==> src/source/uart_pkg.sv <==
package uart_pkg;

    localparam int BYTE_W        = 8;   // Serial data byte width
    localparam int RX_DATA_BITS  = 8;   // Data bits per received frame
    localparam int TX_FRAME_BITS = 10;  // Start + 8 data + stop
    localparam int CMD_BYTES     = 3;   // Opcode, address, data

    typedef logic [BYTE_W-1:0] byte_t;  // One data byte

    // Command opcodes, first byte of a frame
    localparam byte_t OP_WRITE = 8'h01;
    localparam byte_t OP_READ  = 8'h02;
    localparam byte_t OP_ADD   = 8'h03;

    // Status byte, first byte of every reply
    localparam byte_t ST_WRITE_OK = 8'hA1;
    localparam byte_t ST_READ_OK  = 8'hA2;
    localparam byte_t ST_ADD_OK   = 8'hA3;
    localparam byte_t ST_ERROR    = 8'hEE;

    typedef enum logic [1:0] {
        CMD_WRITE   = 2'b00,        // Store data
        CMD_READ    = 2'b01,        // Return register
        CMD_ADD     = 2'b10,        // Register plus data, wraps
        CMD_INVALID = 2'b11         // Bad opcode or address
    } cmd_kind_t;

    typedef enum logic [1:0] {
        RX_IDLE  = 2'b00,           // Line idle, waiting for start edge
        RX_START = 2'b01,           // Start bit, re-checked at mid-bit
        RX_DATA  = 2'b10,           // Eight data bits, LSB first
        RX_STOP  = 2'b11            // Stop bit sample
    } rx_state_t;

endpackage

==> src/source/cmd_if.sv <==
`timescale 1ns/1ps

interface cmd_if;
    import uart_pkg::*;

    logic      cmd_valid;   // One-cycle command strobe
    cmd_kind_t kind;        // Decoded command kind
    byte_t     addr;        // Register address, valid with strobe
    byte_t     data;        // Operand byte, valid with strobe

    // Decoder side
    modport source (
        output cmd_valid,
        output kind,
        output addr,
        output data
    );

    // Executor side
    modport sink (
        input cmd_valid,
        input kind,
        input addr,
        input data
    );

endinterface

==> src/source/uart_rx.sv <==
`timescale 1ns/1ps

module uart_rx #(
    parameter int CLKS_PER_BIT = 50_000_000 / 115_200  // 115200 baud at 50 MHz
) (
    input  logic            clk,
    input  logic            rst,
    input  logic            uart_in,        // Serial line, idles high
    output uart_pkg::byte_t rx_data,        // Last assembled byte
    output logic            rx_valid,       // Good stop bit, one cycle
    output logic            rx_frame_err    // Low stop bit, one cycle
);
    import uart_pkg::*;

    localparam int CNT_W = $clog2(CLKS_PER_BIT);
    localparam int IDX_W = $clog2(RX_DATA_BITS);

    logic [1:0]       sync_q;     // Two-flop line synchronizer
    logic             rx_line;    // Synchronized line
    rx_state_t        state;
    logic [CNT_W-1:0] clk_cnt;    // Position inside bit period
    logic [IDX_W-1:0] bit_idx;    // Data bit number
    logic             stop_q;     // Stop-bit sample
    logic             bit_mid;
    logic             bit_end;

    assign rx_line = sync_q[1];
    assign bit_mid = (clk_cnt == CNT_W'(CLKS_PER_BIT / 2));  // Sample point
    assign bit_end = (clk_cnt == CNT_W'(CLKS_PER_BIT - 1));  // Last count of bit

    always_ff @(posedge clk) begin
        if (rst) begin
            sync_q <= 2'b11;                        // Line assumed idle
        end else begin
            sync_q <= {sync_q[0], uart_in};
        end
    end

    always_ff @(posedge clk) begin
        if (rst) begin
            state        <= RX_IDLE;
            clk_cnt      <= '0;
            bit_idx      <= '0;
            rx_valid     <= 1'b0;
            rx_frame_err <= 1'b0;
        end else begin
            rx_valid     <= 1'b0;                   // Pulses by default
            rx_frame_err <= 1'b0;
            // Detect cycle counts as count 0, so frames do not drift
            if (state == RX_IDLE)
                clk_cnt <= CNT_W'(1);
            else if (bit_end)
                clk_cnt <= '0;
            else
                clk_cnt <= clk_cnt + 1'b1;
            case (state)
                RX_IDLE: begin
                    bit_idx <= '0;
                    if (!rx_line)
                        state <= RX_START;          // Falling edge seen
                end
                RX_START: begin
                    if (bit_mid && rx_line)
                        state <= RX_IDLE;           // Glitch, not a start bit
                    else if (bit_end)
                        state <= RX_DATA;
                end
                RX_DATA: begin
                    if (bit_end) begin
                        bit_idx <= bit_idx + 1'b1;  // Wraps to 0 after bit 7
                        if (bit_idx == IDX_W'(RX_DATA_BITS - 1))
                            state <= RX_STOP;
                    end
                end
                RX_STOP: begin
                    if (bit_end) begin
                        rx_valid     <= stop_q;     // Decided by mid-bit sample
                        rx_frame_err <= !stop_q;
                        state        <= RX_IDLE;
                    end
                end
                default: state <= RX_IDLE;
            endcase
        end
    end

    // Payload capture
    always_ff @(posedge clk) begin
        if (state == RX_DATA && bit_mid)
            rx_data <= {rx_line, rx_data[BYTE_W-1:1]};  // LSB first
        if (state == RX_STOP && bit_mid)
            stop_q <= rx_line;
    end

endmodule

==> src/source/uart_tx.sv <==
`timescale 1ns/1ps

module uart_tx #(
    parameter int CLKS_PER_BIT = 50_000_000 / 115_200  // 115200 baud at 50 MHz
) (
    input  logic            clk,
    input  logic            rst,
    input  logic            tx_start,   // Load and send one byte
    input  uart_pkg::byte_t tx_data,    // Byte to send
    output logic            tx_busy,    // High while frame on the line
    output logic            uart_out    // Serial line, idles high
);
    import uart_pkg::*;

    localparam int CNT_W = $clog2(CLKS_PER_BIT);
    localparam int BIT_W = $clog2(TX_FRAME_BITS);

    logic [TX_FRAME_BITS-1:0] frame_q;  // Bit 0 is on the line
    logic [CNT_W-1:0]         clk_cnt;  // Position inside bit period
    logic [BIT_W-1:0]         bit_cnt;  // Frame bit being sent

    // Ones shift in behind the frame, so the line is high when done
    assign uart_out = frame_q[0];

    always_ff @(posedge clk) begin
        if (rst) begin
            frame_q <= '1;                          // Idle line
            tx_busy <= 1'b0;
            clk_cnt <= '0;
            bit_cnt <= '0;
        end else if (!tx_busy) begin
            if (tx_start) begin
                frame_q <= {1'b1, tx_data, 1'b0};   // Stop, data, start
                tx_busy <= 1'b1;
                clk_cnt <= '0;
                bit_cnt <= '0;
            end
        end else if (clk_cnt == CNT_W'(CLKS_PER_BIT - 1)) begin
            clk_cnt <= '0;
            frame_q <= {1'b1, frame_q[TX_FRAME_BITS-1:1]};  // Next bit
            if (bit_cnt == BIT_W'(TX_FRAME_BITS - 1))
                tx_busy <= 1'b0;                    // Stop bit finished
            else
                bit_cnt <= bit_cnt + 1'b1;
        end else begin
            clk_cnt <= clk_cnt + 1'b1;
        end
    end

endmodule

==> src/source/cmd_decode.sv <==
`timescale 1ns/1ps

module cmd_decode #(
    parameter int REG_COUNT = 8                 // Registers in the bank
) (
    input  logic            clk,
    input  logic            rst,
    input  uart_pkg::byte_t rx_data,            // Received byte
    input  logic            rx_valid,           // Byte strobe
    input  logic            rx_frame_err,       // Bad stop bit strobe
    cmd_if.source           cmd                 // Decoded command out
);
    import uart_pkg::*;

    localparam int CNT_W = $clog2(CMD_BYTES);

    logic [CNT_W-1:0] byte_cnt;     // Position in the frame
    byte_t            op_q;         // Latched opcode
    byte_t            addr_q;       // Latched address
    logic             addr_ok;
    logic             last_byte;
    cmd_kind_t        kind_next;

    assign addr_ok   = (addr_q < REG_COUNT);
    assign last_byte = (byte_cnt == CNT_W'(CMD_BYTES - 1));

    // Opcode lookup, any failure makes the command invalid
    always_comb begin
        kind_next = CMD_INVALID;
        if (addr_ok) begin
            case (op_q)
                OP_WRITE: kind_next = CMD_WRITE;
                OP_READ:  kind_next = CMD_READ;
                OP_ADD:   kind_next = CMD_ADD;
                default:  kind_next = CMD_INVALID;
            endcase
        end
    end

    always_ff @(posedge clk) begin
        if (rst) begin
            byte_cnt      <= '0;
            cmd.cmd_valid <= 1'b0;
        end else begin
            cmd.cmd_valid <= 1'b0;
            if (rx_frame_err) begin
                byte_cnt <= '0;                     // Drop partial frame
            end else if (rx_valid) begin
                if (last_byte) begin
                    byte_cnt      <= '0;
                    cmd.cmd_valid <= 1'b1;          // Frame complete
                end else begin
                    byte_cnt <= byte_cnt + 1'b1;
                end
            end
        end
    end

    // Payload capture
    always_ff @(posedge clk) begin
        if (rx_valid && !rx_frame_err) begin
            if (byte_cnt == '0)
                op_q <= rx_data;
            else if (!last_byte)
                addr_q <= rx_data;
            else begin
                cmd.kind <= kind_next;
                cmd.addr <= addr_q;
                cmd.data <= rx_data;                // Third byte goes straight out
            end
        end
    end

endmodule

==> src/source/reg_execute.sv <==
`timescale 1ns/1ps

module reg_execute #(
    parameter int REG_COUNT = 8                 // Registers in the bank
) (
    input  logic            clk,
    input  logic            rst,
    cmd_if.sink             cmd,                // Decoded command in
    output logic            res_valid,          // Result strobe
    output uart_pkg::byte_t res_status,         // Reply status byte
    output uart_pkg::byte_t res_value           // Reply value byte
);
    import uart_pkg::*;

    localparam int AW = (REG_COUNT > 1) ? $clog2(REG_COUNT) : 1;

    byte_t         regs [REG_COUNT];    // Register bank
    logic [AW-1:0] idx;                 // Register index
    byte_t         cur;                 // Addressed register
    byte_t         sum;                 // Add result, mod 256

    assign idx = cmd.addr[AW-1:0];      // Range already checked upstream
    assign cur = regs[idx];
    assign sum = cur + cmd.data;        // 8-bit wraparound

    always_ff @(posedge clk) begin
        if (rst) begin
            for (int i = 0; i < REG_COUNT; i++)
                regs[i] <= '0;
            res_valid <= 1'b0;
        end else begin
            res_valid <= cmd.cmd_valid;             // One cycle behind command
            if (cmd.cmd_valid) begin
                case (cmd.kind)
                    CMD_WRITE: regs[idx] <= cmd.data;
                    CMD_ADD:   regs[idx] <= sum;
                    default:   ;                    // Read or invalid, no change
                endcase
            end
        end
    end

    // Reply bytes
    always_ff @(posedge clk) begin
        if (cmd.cmd_valid) begin
            case (cmd.kind)
                CMD_WRITE: begin
                    res_status <= ST_WRITE_OK;
                    res_value  <= cmd.data;         // Echo written data
                end
                CMD_READ: begin
                    res_status <= ST_READ_OK;
                    res_value  <= cur;
                end
                CMD_ADD: begin
                    res_status <= ST_ADD_OK;
                    res_value  <= sum;
                end
                default: begin
                    res_status <= ST_ERROR;
                    res_value  <= '0;
                end
            endcase
        end
    end

endmodule

==> src/source/resp_format.sv <==
`timescale 1ns/1ps

module resp_format (
    input  logic            clk,
    input  logic            rst,
    input  logic            res_valid,      // Result strobe
    input  uart_pkg::byte_t res_status,     // First reply byte
    input  uart_pkg::byte_t res_value,      // Second reply byte
    input  logic            tx_busy,        // Transmitter level
    output logic            tx_start,       // Send strobe
    output uart_pkg::byte_t tx_data         // Byte for the transmitter
);
    import uart_pkg::*;

    typedef enum logic [1:0] {
        FMT_IDLE   = 2'b00,     // Waiting for a result
        FMT_STATUS = 2'b01,     // Status byte on the line
        FMT_VALUE  = 2'b10      // Value byte on the line
    } fmt_state_t;

    fmt_state_t state;
    logic       busy_q;         // Delayed busy for edge detect
    logic       busy_fall;      // Transmitter just finished
    byte_t      value_q;        // Held value byte

    assign busy_fall = busy_q && !tx_busy;

    always_ff @(posedge clk) begin
        if (rst) begin
            state    <= FMT_IDLE;
            busy_q   <= 1'b0;
            tx_start <= 1'b0;
        end else begin
            busy_q   <= tx_busy;
            tx_start <= 1'b0;
            case (state)
                FMT_IDLE: begin
                    if (res_valid) begin
                        tx_start <= 1'b1;           // Status byte out
                        state    <= FMT_STATUS;
                    end
                end
                FMT_STATUS: begin
                    if (busy_fall) begin
                        tx_start <= 1'b1;           // Value byte out
                        state    <= FMT_VALUE;
                    end
                end
                FMT_VALUE: if (busy_fall) state <= FMT_IDLE;
                default:   state <= FMT_IDLE;
            endcase
        end
    end

    // Byte selection
    always_ff @(posedge clk) begin
        if (state == FMT_IDLE && res_valid) begin
            tx_data <= res_status;
            value_q <= res_value;
        end else if (state == FMT_STATUS && busy_fall) begin
            tx_data <= value_q;
        end
    end

endmodule

==> src/source/uart_cmd_top.sv <==
`timescale 1ns/1ps

module uart_cmd_top #(
    parameter int CLKS_PER_BIT = 50_000_000 / 115_200,  // 115200 baud at 50 MHz
    parameter int REG_COUNT    = 8                      // Register bank size
) (
    input  logic clk,
    input  logic rst,
    input  logic uart_in,       // Command line from host
    output logic uart_out       // Reply line to host
);
    import uart_pkg::*;

    byte_t rx_data;             // Receiver to decoder
    logic  rx_valid;
    logic  rx_frame_err;
    logic  res_valid;           // Executor to formatter
    byte_t res_status;
    byte_t res_value;
    logic  tx_start;            // Formatter to transmitter
    byte_t tx_data;
    logic  tx_busy;

    cmd_if cmd_bus ();          // Decoder to executor

    uart_rx #(.CLKS_PER_BIT(CLKS_PER_BIT)) u_rx (
        .clk          (clk),
        .rst          (rst),
        .uart_in      (uart_in),
        .rx_data      (rx_data),
        .rx_valid     (rx_valid),
        .rx_frame_err (rx_frame_err)
    );

    cmd_decode #(.REG_COUNT(REG_COUNT)) u_decode (
        .clk          (clk),
        .rst          (rst),
        .rx_data      (rx_data),
        .rx_valid     (rx_valid),
        .rx_frame_err (rx_frame_err),
        .cmd          (cmd_bus.source)
    );

    reg_execute #(.REG_COUNT(REG_COUNT)) u_execute (
        .clk        (clk),
        .rst        (rst),
        .cmd        (cmd_bus.sink),
        .res_valid  (res_valid),
        .res_status (res_status),
        .res_value  (res_value)
    );

    resp_format u_format (
        .clk        (clk),
        .rst        (rst),
        .res_valid  (res_valid),
        .res_status (res_status),
        .res_value  (res_value),
        .tx_busy    (tx_busy),
        .tx_start   (tx_start),
        .tx_data    (tx_data)
    );

    uart_tx #(.CLKS_PER_BIT(CLKS_PER_BIT)) u_tx (
        .clk      (clk),
        .rst      (rst),
        .tx_start (tx_start),
        .tx_data  (tx_data),
        .tx_busy  (tx_busy),
        .uart_out (uart_out)
    );

endmodule

==> config.mk <==
export PLATFORM = sky130hd
export DESIGN_NAME = uart_cmd_top
export DESIGN_NICKNAME = d
export VERILOG_FILES = /design/src/source/uart_pkg.sv /design/src/source/cmd_if.sv /design/src/source/uart_rx.sv /design/src/source/uart_tx.sv /design/src/source/cmd_decode.sv /design/src/source/reg_execute.sv /design/src/source/resp_format.sv /design/src/source/uart_cmd_top.sv
export SDC_FILE = /design/constraint.sdc
export NUM_CORES = 1
export LEC_CHECK = 0
export ABC_CLOCK_PERIOD_IN_PS = 5000
export BUFFER_PORTS_ARGS = -buffer_cell sky130_fd_sc_hd__clkbuf_2
export CORE_MARGIN = 4
export CORE_UTILIZATION = 63
export DETAILED_ROUTE_END_ITERATION = 8
export PLACE_DENSITY_LB_ADDON = 0.12
export SLEW_MARGIN = 5
export SYNTH_ARGS = -nofsm -noshare
export SYNTH_HDL_FRONTEND = slang
export SYNTH_SLANG_ARGS = --single-unit
==> constraint.sdc <==
create_clock -name clk -period 5 [get_ports clk]
set_clock_uncertainty 0.05 [all_clocks]
set_input_delay 1 -clock clk [delete_from_list [all_inputs] [get_ports clk]]
set_output_delay 1 -clock clk [all_outputs]
set_load 0.03 [all_outputs]
# Word-level counts from Yosys, hierarchy flattened
# Memories as Yosys holds them, arrays and structs flattened. A register that Yosys moved wholly into a read port is not among the register bits.
# Index checks and enable logic that the tools add are counted.
# classes
n_addsub	6
n_lt_le_gt_ge	1
eq_ne	26
muxes	54
bitwise	6
n_reduce_logical	30
# op_table
operator	count
$mux 8	4
$mux 10	3
$mux 9	3
$pmux 8 s3	1
$pmux 7 s3	1
$mux 1	20
$mux 2	10
$add 9x1->9 const B	2
$eq 9x9->1 const B	2
$eq 8x2->1 const B	2
$mux 4	4
$pmux 2 s3	2
$reduce_and 3->1	4
$eq 2x2->1 const B	5
$ne 2x1->1 const B	5
$eq 9x8->1 const B	1
$mux 3	3
$reduce_or 3->1	3
$add 8x8->8	1
$eq 8x1->1 const B	1
$logic_not 2->1	4
$lt 8x4->1 const B	1
$ne 2x2->1 const B	4
$pmux 2 s4	1
other kinds (18)	36
# totals
register_bits	120
ram_bits	64
out_inout_bits	1
n_memories	1
# memory_table
memory	words	width	rd	rd_ports_with_merged_regs	wr	line_no	text
u_execute.regs	8	8	1	1	8	reg_execute.sv:17	byte_t regs [REG_COUNT];

# Longest topological paths before layout
# Gate-level depths: netlist of run 1.
# logic_depth
depth_word	8
ltp_mapped	12
depth_no_buf	10

# Modules after synthesis
# A second synthesis of run 1 with hierarchy kept.
# hier_totals
hier_cells	661
hier_area_um2	8081.5
# by_module_without_submodules
mod	instances	cells_per_inst	area_per_inst_um2
reg_execute	1	317	3809.9
cmd_decode	1	53	1204.9
uart_tx	1	144	1199.9
uart_rx	1	105	1097.3
resp_format	1	42	769.5

# Worst setup path after synthesis of run 1
# No wires, ideal clock.
# synth_path
path_type	register to register
startpoint	register with a tool-made name
endpoint	memory u_execute.regs[0][6] in the netlist's numbering, data pin
setup_ns	0.272
arrival_time_ns	3.161
required_time_ns	4.678
setup_slack_ns	1.517
stages_incl_launch_ff	13
period_less_slack_ns	3.483
path_cell_list	dfxtp_1 > clkbuf_1 > clkbuf_1 > mux4_2 > mux2_2 > ha_1 > fa_1 > a21o_1 > a21oi_1 > or4b_1 > nand3_1 > mux2i_1 > nor2_1
# synth_lines
element	line_no
end, declared	reg_execute.sv:17

==> run metrics, run 1 <==
first-pass GRT wire length 24.3 mm; sequential share of power between 50% and 60%; number of synthesized flops with an enable pin ~130; Final TNS setup 0 ns; clock share of power between 40% and 50%; die area roughly 14000 µm²; Final Max Tran Viols 0; TritonCTS buffer count 17; die height roughly 120 µm; startpoint types register; Via density between 6 and 7; crit-path cells mux4_2 > mux2_2 > ha_1 > fa_1 > a21o_1 > a21oi_1 > or4b_1 > nand3_1 > mux2i_1 > nor2_1; Crit-path slowest cell dfxtp_1; DR iter-0 viols a little under 500; Antenna Diode Count 0; Max FO, Critical Path 15; Sw Share between 20% and 30%; GRT overflow 0; core area 12000 µm²; Combinational Power Share under 10%; Clk Latency, worst-skew pair around 0.43 ns; slowest cell delay on critical path 0.92 ns; Pleak 2.96 nW; first-pass iteration count of the detailed router 4; fin area approximately 8400 µm²; clock sinks between 150 and 200; min-delay src u_rx.sync_q[0]; final hold violation count 0; Int Pwr between 2 and 2.5 mW; Area Growth Syn to Fin 8.88%; post-synthesis sequential area ratio a little under two thirds; Max transition margin roughly 26%; YS warnings 0; net count after synthesis between 600 and 700; Primary FF master, synth edfxtp_1; Synth Instances roughly 600; Syn Area/Cell 12.6 µm²; worst r2r path cells 10; unrepaired setup endpoints after global routing false; dpl cells around 750; crit path DAT 4.15 ns; # setup viols final 0; FF+latch count, synth approximately 180; HP Class register to register; clk root buf clkbuf_16; DR WL/cell 18.8 µm; hold depth 1; FMAX roughly 250 MHz; delay-heaviest family, CP multiplexers; Max VDD drop ~0.30 mV; Hold Buf Count CTS 0; worst slew pin tran between 1 and 1.5 ns; post-CTS setup buffer count 0; Initial Util between 60 and 70%; largest net degree at the start of global routing 50; fraction of registers with async set/reset 0%; Placed Area 7880 µm²; antenna-violating nets left 0; DRC 0; CTS HTree Levels 4; IO Port Bufs 3; crit path capture type register; Resize count post-CTS 0; Tcrit/Tclk final 81.0%; Boundary Pins 4; fin crit period approximately 4.1 ns; Chip Width approximately 120 µm; routability cong. about 0.9; status complete, no violations; MaxCap Viol Count 0; total track usage approximately 22%; dpl hpwl between 9 and 10 mm; Yosys cell types 57; Fin Hold WS about 0.37 ns; Post-layout nets 639; antenna violations before repair 0; CTS tree done; post-route insts no fill 780; Post-Syn Area 7750 µm²; sw power ~600 µW; vias in the first global route around 4700; Setup CP Type register to register; clock-pin slew on the worst setup and hold paths approximately 0.070 ns; reg-to-reg slack, setup 0.95 ns; PD cells 348 nW/µm²; deepest clock path buffer count 2; fraction of layout cells with a size suffix above 1 13.4%; critical path depth in cells 10; worst reg2reg endpoint u_execute.regs[3][6]; Worst Hold Path EP u_rx.sync_q[1]; Routed WL approximately 15 mm; Final Util 70.2%; vias post-DR around 4700; Worst Path Required 5.10 ns; Buf/Inv on CP 0; row cnt 40
-- registers in the layout, indices dropped and copies added (netlist names), 4 cells and up, named ones only --
| name | flops |
|---|---|
| u_rx.clk_cnt | 9 |
| u_tx.frame_q | 9 |
| u_decode.addr_q | 8 |
| u_rx.rx_data | 8 |
| u_execute.res_value | 8 |
| u_decode.cmd.data | 8 |
| u_tx.clk_cnt | 9 |
| u_format.tx_data | 8 |
| u_execute.regs | 64 |
| u_tx.bit_cnt | 4 |
| u_format.value_q | 8 |
| u_decode.op_q | 8 |
-- power by group through the flow --
stage	sequential, mW	combinational, mW	clock (mW)
detailed placement	1.66	0.0694	0
finish	1.63	0.0703	1.23
CTS	1.63	0.0700	1.25
global route	1.63	0.0756	1.32
global placement	1.66	0.0681	0
floorplan	1.66	0.0530	0
-- how the worst max path moves through the flow --
stage                                       to     start
after global placement    u_execute.regs[4][6]  register
after global routing      u_execute.regs[3][6]  register
final                     u_execute.regs[3][6]  register
after CTS                 u_execute.regs[3][6]  register
after floorplan           u_execute.regs[0][6]  register
after detailed placement  u_execute.regs[3][6]  register
-- kinds of logic after synthesis --
family          Yosys count  share of synthesized area, %
compound gates           74                          5.73
mux                      49                          9.27
buf+inv                  38                          2.07
fa+ha+maj                16                          2.68
xor+xnor                 16                          1.91
flops                   181                          63.4
simple gates            242                          14.9
-- routing by layer --
| metal | track usage (%) | vias to the layer above | wire length [µm] | part of all wire (%) |
|---|---|---|---|---|
| met1 | 32.1 | 2322 | 6620 | 45 |
| met4 | 9.78 | 0 | 335 | 2.3 |
| li1 | - | 2238 | - | - |
| met5 | 0 | - | 0 | 0 |
| met3 | 5.27 | 23 | 796 | 5.4 |
| met2 | 33.3 | 126 | 6880 | 47 |
-- cells in the final DEF (no fill, tap or decap), types with 3 or more instances in the layout --
| cell type | count |
|---|---|
| clkbuf_8 | 4 |
| a21oi_1 | 31 |
| xor2_1 | 6 |
| nor2b_1 | 9 |
| nand2_1 | 40 |
| or2_2 | 5 |
| edfxtp_1 | 129 |
| clkbuf_2 | 3 |
| nand2b_1 | 20 |
| clkinv_2 | 3 |
| nor2_1 | 112 |
| dfxtp_1 | 52 |
| inv_4 | 6 |
| o21ai_1 | 15 |
| and3_1 | 7 |
| a31oi_1 | 4 |
| clkbuf_16 | 17 |
| a311oi_1 | 5 |
| xnor2_1 | 9 |
| nand3_1 | 9 |
| nor3_1 | 8 |
| nor4_1 | 4 |
| nor3b_1 | 6 |
| ha_1 | 15 |
| and2_1 | 5 |
| inv_1 | 14 |
| o21ai_0 | 4 |
| buf_4 | 5 |
| mux4_2 | 16 |
| a21o_1 | 3 |
| mux2_2 | 12 |
| mux2i_1 | 20 |
-- synth_stat cells (2+ instances only) --
cell,number,area (µm²)
edfxtp_1,129,3870
nor2_1,112,420
dfxtp_1,52,1040
nand2_1,40,150
a21oi_1,31,155
mux2i_1,20,200
nand2b_1,20,125
clkbuf_1,16,60.1
mux4_2,16,360
ha_1,15,188
o21ai_1,15,75.1
inv_1,14,52.6
mux2_2,12,135
nand3_1,9,45.0
nor2b_1,9,56.3
xnor2_1,9,78.8
nor3_1,8,40.0
and3_1,7,43.8
nor3b_1,7,52.6
xor2_1,6,52.6
a311oi_1,5,43.8
and2_1,5,31.3
or2_2,5,31.3
a31oi_1,4,25.0
buf_2,4,20.0
nor4_1,4,25.0
o21ai_0,4,20.0
a21o_1,3,22.5
a211oi_1,2,15.0
and4_1,2,17.5
nand3b_1,2,15.0
nand4_1,2,12.5
nor3_2,2,20.0
nor4b_1,2,17.5
-- stage by stage --
step	setup slack (ns)	total power, mW
after floorplan	1.52	1.71
after global placement	1.18	1.73
after detailed placement	1.06	1.73
after CTS	0.985	2.96
after global routing	0.800	3.03
final	0.948	2.93
-- area by class of cell --
| type | count | area [µm²] |
|---|---|---|
| clock buffer | 21 | 480 |
| clock inverter | 11 | 70.1 |
| fill | 819 | 3580 |
| inverter | 15 | 56.3 |
| multi-input combinational | 397 | 2680 |
| sequential | 181 | 4910 |
| tap | 147 | 184 |
| timing repair buffer | 8 | 52.6 |
Power figures use the tool's default switching activity.
==> inputs of run 2 (changes only) <==
- ABC_CLOCK_PERIOD_IN_PS: 5000 -> 3850
- clock period: 5 -> 3.85 ns (I/O delays scaled with it)
==> run 2 against run 1 <==
Net effect:
- setup slack lost 0.74 ns
- combinational power is 26% higher
- fmax is 11% higher
- global-route usage up 0.16 points
- clock power up 36%
- flip-flop and latch count is the same
- wire length rose by 0.54%
- register-to-register slack worse by 0.74 ns
- clock-buffer cell count fell by 1
- die area unchanged
- sequential power up 30%
- critical endpoint is now u_execute.regs[5][6]
- cell area grew 0.98%
==> run metrics, run 2 (synthesis gave the netlist of run 1 again) <==
dpl cells 757 (+1.2%); status complete, no violations; FMAX 274 MHz (+11%); HP Class register to register; antenna violations before repair 0 (unchanged); Post-layout nets 648 (+1.4%); Max VDD drop 0.495 mV (+63%); PD cells 456 nW/µm² (+31%); total track usage 22.6% (+0.16 points); Boundary Pins 4 (unchanged); Setup CP Type register to register; Routed WL 14.7 mm (+0.54%); TritonCTS buffer count 17 (unchanged); vias post-DR 4810 (+2.1%); routability cong. 0.934 (+3.4%); Sw Share 20.2% (-0.13 points); fillcell total 806 (-1.6%); CTS tree done; clock share of power 43.1% (+1.1 points); fraction of layout cells with a size suffix above 1 14.0% (+0.59 points); Combinational Power Share 2.3% (about the same); DR WL/cell 18.6 µm (-0.61%); vias in the first global route 4739 (+1.5%); die height 119 µm (unchanged); GRT overflow 0 (unchanged); Initial Util 64.5% (unchanged); most frequent cells in the layout 129 x edfxtp_1, 112 x nor2_1, 52 x dfxtp_1, 40 x nand2_1, 31 x a21oi_1; Pleak 2.99 nW (+0.98%); fin crit period 3.65 ns (-0.405 ns); row cnt 40 (unchanged); die area 14100 µm² (unchanged); deepest clock path buffer count 2 (unchanged); Tcrit/Tclk final 94.7% (+14 points); Resize count post-CTS 0 (unchanged); slowest cell delay on critical path 0.59 ns (-0.33 ns); core area 12000 µm² (unchanged); Final Max Tran Viols 0 (unchanged); MaxCap Viol Count 0 (unchanged); Max transition margin 21.0% (-4.6 points); crit path DAT 3.77 ns (-0.38 ns); unrepaired setup endpoints after global routing false; antenna-violating nets left 0 (unchanged); first-pass iteration count of the detailed router 5 (+1); clk root buf clkbuf_16; dpl hpwl 10.1 mm (+4.7%); post-CTS setup buffer count 0 (unchanged); Int Pwr 3.10 mW (+33%); IO Port Bufs 3 (unchanged); register name with the most flops u_execute.regs; first-pass GRT wire length 24.6 mm (+1.3%); most common cell after layout, fill and taps aside edfxtp_1; Placed Area 7950 µm² (+0.86%); post-route insts no fill 789 (+1.2%); final hold violation count 0 (unchanged); clock-pin slew on the worst setup and hold paths 0.07 ns (about the same); sequential share of power 54.6% (-1.0 points); Chip Width 119 µm (unchanged); Worst Path Required 3.98 ns (-1.12 ns); Hold Buf Count CTS 0 (unchanged); Final TNS setup 0 ns (unchanged); clock sinks 181 (unchanged); sw power 783 µW (+31%); Max FO, Critical Path 8 (-7); number of flip-flops in the largest register 64 (unchanged); worst slew pin tran 1.18 ns (+0.0687 ns); startpoint types register; Antenna Diode Count 0 (unchanged); Area Growth Syn to Fin 9.95%; largest net degree at the start of global routing 50 (unchanged); # setup viols final 0 (unchanged); DRC 0 (unchanged); crit path capture type register; Crit-path slowest cell dfxtp_1; crit-path cells mux4_2 > mux2_2 > ha_1 > fa_1 > a21o_1 > a21oi_1 > or4b_1 > nand3_1 > mux2i_1 > buf_4 > nor2_1; Via density 6.10 (+0.98%); DR iter-0 viols 386 (-21%); Clk Latency, worst-skew pair 0.43 ns (about the same); fin area 8520 µm² (+0.98%); CTS HTree Levels 4 (unchanged)
run 2: cell count changes in the layout (fill, tap and decap cells not counted), sizes merged:
cell / before / now
buf: 5 / 14
inv: 21 / 18
bufinv: 0 / 2
clkinvlp: 0 / 2
clkbuf: 24 / 23
run 2: routing by layer:
layer | share of wire [%] | wire length [µm] | track usage, % | vias up
li1 | - | - | - | 2253
met1 | 44 | 6530 | 31.7 | 2362
met2 | 47 | 6850 | 34.1 | 170
met3 | 7.1 | 1050 | 6.74 | 25
met4 | 1.9 | 284 | 7.89 | 0
met5 | 0 | 0 | 0 | -
run 2: area by class of cell:
type                            count  area (µm²)  area share [%]
Tap cell                          147         184            2.16
Clock inverter                     12         129            1.51
Inverter                           15        56.3           0.661
Sequential cell                   181        4910            57.7
Timing Repair Buffer               17         120            1.41
Multi-Input combinational cell    397        2680            31.4
Clock buffer                       20         437            5.13
run 2: worst max-delay path, delay by kind of cell (launching register included):
| kind | cells | cell delay [ns] |
|---|---|---|
| fa+ha+maj | 2 | 0.64 |
| flops | 1 | 0.59 |
| compound gates | 2 | 0.42 |
| mux | 3 | 1.15 |
| simple gates | 3 | 0.31 |
| buf+inv | 1 | 0.21 |
run 2: worst paths after layout:
check                              start              endpoint  slack [ns]  cells after the start
setup / recovery                register  u_execute.regs[5][6]        0.20                     11
hold / removal    u_execute.res_value[2]   u_format.value_q[2]        0.36                      0
setup reg to reg                register  u_execute.regs[5][6]        0.20                     11
hold reg to reg   u_execute.res_value[2]   u_format.value_q[2]        0.36                      0
run 2: per-stage QoR:
stage	hold slack (ns)	utilization (%)	total power, mW	setup slack, ns
6_report	0.359	70.9	3.88	0.203
5_1_grt	0.369	70.9	4.00	0.0364
4_1_cts	0.367	70.9	3.91	0.202
3_5_place_dp	0.356	66.2	2.25	0.263
3_3_place_gp	0.351	66.2	2.25	0.283
2_1_floorplan	0.339	-	2.22	0.367
run 2: power groups by stage:
stage,sequential (mW),combinational [mW],clock (mW)
floorplan,2.15,0.0688,0
global placement,2.16,0.0856,0
detailed placement,2.16,0.0877,0
CTS,2.12,0.0883,1.70
global route,2.12,0.0969,1.78
finish,2.12,0.0883,1.67
==> inputs of run 3 (changes only) <==
- ABC_AREA: unset -> 1
==> run 3 against run 2 <==
Net effect:
- clock-buffer cell count grew 3
- register-to-register slack gained 0.43 ns
- largest power group unchanged
- cell area grew 2.0%
- highest routed layer unchanged
- sequential power is essentially flat
- combinational power shrank 10%
- flip-flop and latch count is the same
- worst hold slack gained 0.0098 ns
- fmax grew 13%
- critical endpoint is now u_execute.regs[1][6]
- synthesized cell count grew 30%
- first-iteration DRC count grew 44%
==> run metrics, run 3 <==
status complete, no violations; Max VDD drop 0.547 mV (+11%); vias post-DR 5745 (+19%); Crit-path slowest cell fa_1; CTS HTree Levels 4 (unchanged); most frequent cells in the layout 147 x nand2_1, 129 x edfxtp_1, 117 x nor2_1, 70 x inv_1, 53 x a21oi_1; IO Port Bufs 3 (unchanged); DRC 0 (unchanged); multi-input logic area 2650 µm² (-1.0%); Post-layout nets 829 (+28%); largest net degree at the start of global routing 34 (-32%); crit path DAT 3.32 ns (-0.45 ns); first-pass GRT wire length 27.6 mm (+12%); post-CTS setup buffer count 0 (unchanged); final hold violation count 0 (unchanged); clk root buf clkbuf_16; fin crit period 3.22 ns (-0.431 ns); Via density 5.80 (-4.9%); post-synth top area cell edfxtp_1; Synth top area share 48.5% (-1.5 points); Buf/Inv on CP 3 (+2); total power 3.88 mW (about the same); Boundary Pins 4 (unchanged); core area 12200 µm² (+1.7%); most instantiated cells after synthesis 147 x nand2_1, 129 x edfxtp_1, 117 x nor2_1, 70 x inv_1, 53 x a21oi_1; fillcell total 942 (+17%); Area Growth Syn to Fin 8.81%; most common cell after layout, fill and taps aside nand2_1; number of flip-flops in the largest register 64 (unchanged); DR iter-0 viols 557 (+44%); fraction of registers with async set/reset 0% (unchanged); clock sinks 181 (unchanged); fraction of layout cells with a size suffix above 1 9.48% (-4.5 points); Chip Width 121 µm (+1.4%); min-delay src u_rx.sync_q[0]; Yosys cell types 43 (-25%); unrepaired setup endpoints after global routing false; Synth Instances 801 (+30%); row cnt 40 (unchanged); Final TNS setup 0 ns (unchanged); # setup viols final 0 (unchanged); YS warnings 0 (unchanged); FMAX 311 MHz (+13%); crit-path cells buf_4 > inv_2 > o21ai_1 > o22ai_1 > nand2_1 > nand2_1 > ha_1 > fa_1 > nand4_1 > nand3b_1 > nand2_1 > inv_1 > nor2_1 > nand2_1 > o21ai_1 > nor2_1; register name with the most flops u_execute.regs; Pleak 3.24 nW (+8.5%); Max FO, Critical Path 33 (+25); post-synthesis sequential area ratio 61.6% (-1.9 points); Area contributors post-synth edfxtp_1 49%, dfxtp_1 13%, nand2_1 6.9%; die area 14500 µm² (+2.8%); Antenna Diode Count 0 (unchanged); vias in the first global route 5629 (+19%); die height 121 µm (+1.4%); antenna violations before repair 0 (unchanged); CTS tree done; Clk Latency, worst-skew pair 0.43 ns (about the same); number of synthesized flops with an enable pin 129 (unchanged); Routed WL 16.6 mm (+13%); Resize count post-CTS 0 (unchanged); first-pass iteration count of the detailed router 6 (+1); net count after synthesis 820 (+29%); startpoint types register; Primary FF master, synth edfxtp_1; total track usage 24.3% (+1.7 points); clock-pin slew on the worst setup and hold paths 0.06 ns (about the same); CP most frequent cell nand2_1; PD cells 446 nW/µm² (-2.0%); MaxCap Viol Count 0 (unchanged); DR WL/cell 16.8 µm (-10%); slowest cell delay on critical path 0.43 ns (-0.16 ns); routability cong. 0.892 (-4.4%); dpl cells 959 (+27%); Syn Area/Cell 9.97 µm² (-21%); Final Max Tran Viols 0 (unchanged); worst slew pin tran 0.668 ns (-0.508 ns); Initial Util 65.4% (+0.88 points); sequential cell area 4910 µm² (unchanged); most common cell in the netlist nand2_1; Hold Buf Count CTS 0 (unchanged); TritonCTS buffer count 17 (unchanged); GRT overflow 0 (unchanged); HP Class register to register; Final Util 71.1% (+0.22 points); deepest clock path buffer count 2 (unchanged); delay-heaviest family, CP simple AND/OR/NAND/NOR gates; antenna-violating nets left 0 (unchanged); FF+latch count, synth 181 (unchanged); Worst Path Required 3.95 ns (-0.03 ns); Setup CP Type register to register; crit path capture type register; dpl hpwl 11.9 mm (+18%); Max transition margin 55.3% (+34 points); post-route insts no fill 991 (+26%); Tcrit/Tclk final 83.5% (-11 points); Post-Syn Area 7980 µm² (+3.1%)
[run 3: logic make-up (layout without fill, tap and decap cells)]
logic type	after synthesis	in the layout	synth area share [%]
and+or+nand+nor	363	363	20.0
DFF	181	181	61.6
AOI/OAI and AO/OA	141	141	10.0
buffers and inverters	95	117	5.25
adders and majority gates	16	16	2.60
xor gates and xnor gates	5	5	0.549
[run 3: worst paths after layout]
| path | depth (start not counted) | slack [ns] | end |
|---|---|---|---|
| setup / recovery | 16 | 0.63 | u_execute.regs[1][6] |
| hold / removal | 1 | 0.37 | u_rx.sync_q[1] |
| setup reg to reg | 16 | 0.63 | u_execute.regs[1][6] |
| hold reg to reg | 1 | 0.37 | u_rx.sync_q[1] |
[run 3: per-layer routing]
layer	share of wire [%]	global-route usage, %
met1	44	34.1
met2	48	38.0
met3	6.3	4.77
met4	1.9	8.78
met5	0	0
[run 3: layout make-up]
cell class	instances	area share, %
clock buffer	23	5.39
sequential	181	56.6
clock inverter	9	1.18
inverter	77	3.33
multi-input combinational	525	30.5
timing repair buffer	8	0.605
tap	168	2.42
[run 3: power by group]
part | switching, mW | internal (mW) | leakage, nW | total [mW]
combinational | 0.0573 | 0.0222 | 1.36 | 0.0795
clock | 0.687 | 0.985 | 0.276 | 1.67
sequential | 0.0181 | 2.11 | 1.61 | 2.13
total | 0.762 | 3.12 | 3.24 | 3.88
[run 3: metrics by stage]
| stage | hold WS (ns) | cell area, µm² | worst slack, ns |
|---|---|---|---|
| after floorplan | 0.339 | 7980 | 1.21 |
| after CTS | 0.369 | 8690 | 0.710 |
| final | 0.369 | 8690 | 0.634 |
| after global routing | 0.387 | 8690 | 0.345 |
| after detailed placement | 0.352 | 8120 | 0.740 |
| after global placement | 0.348 | 8120 | 0.829 |
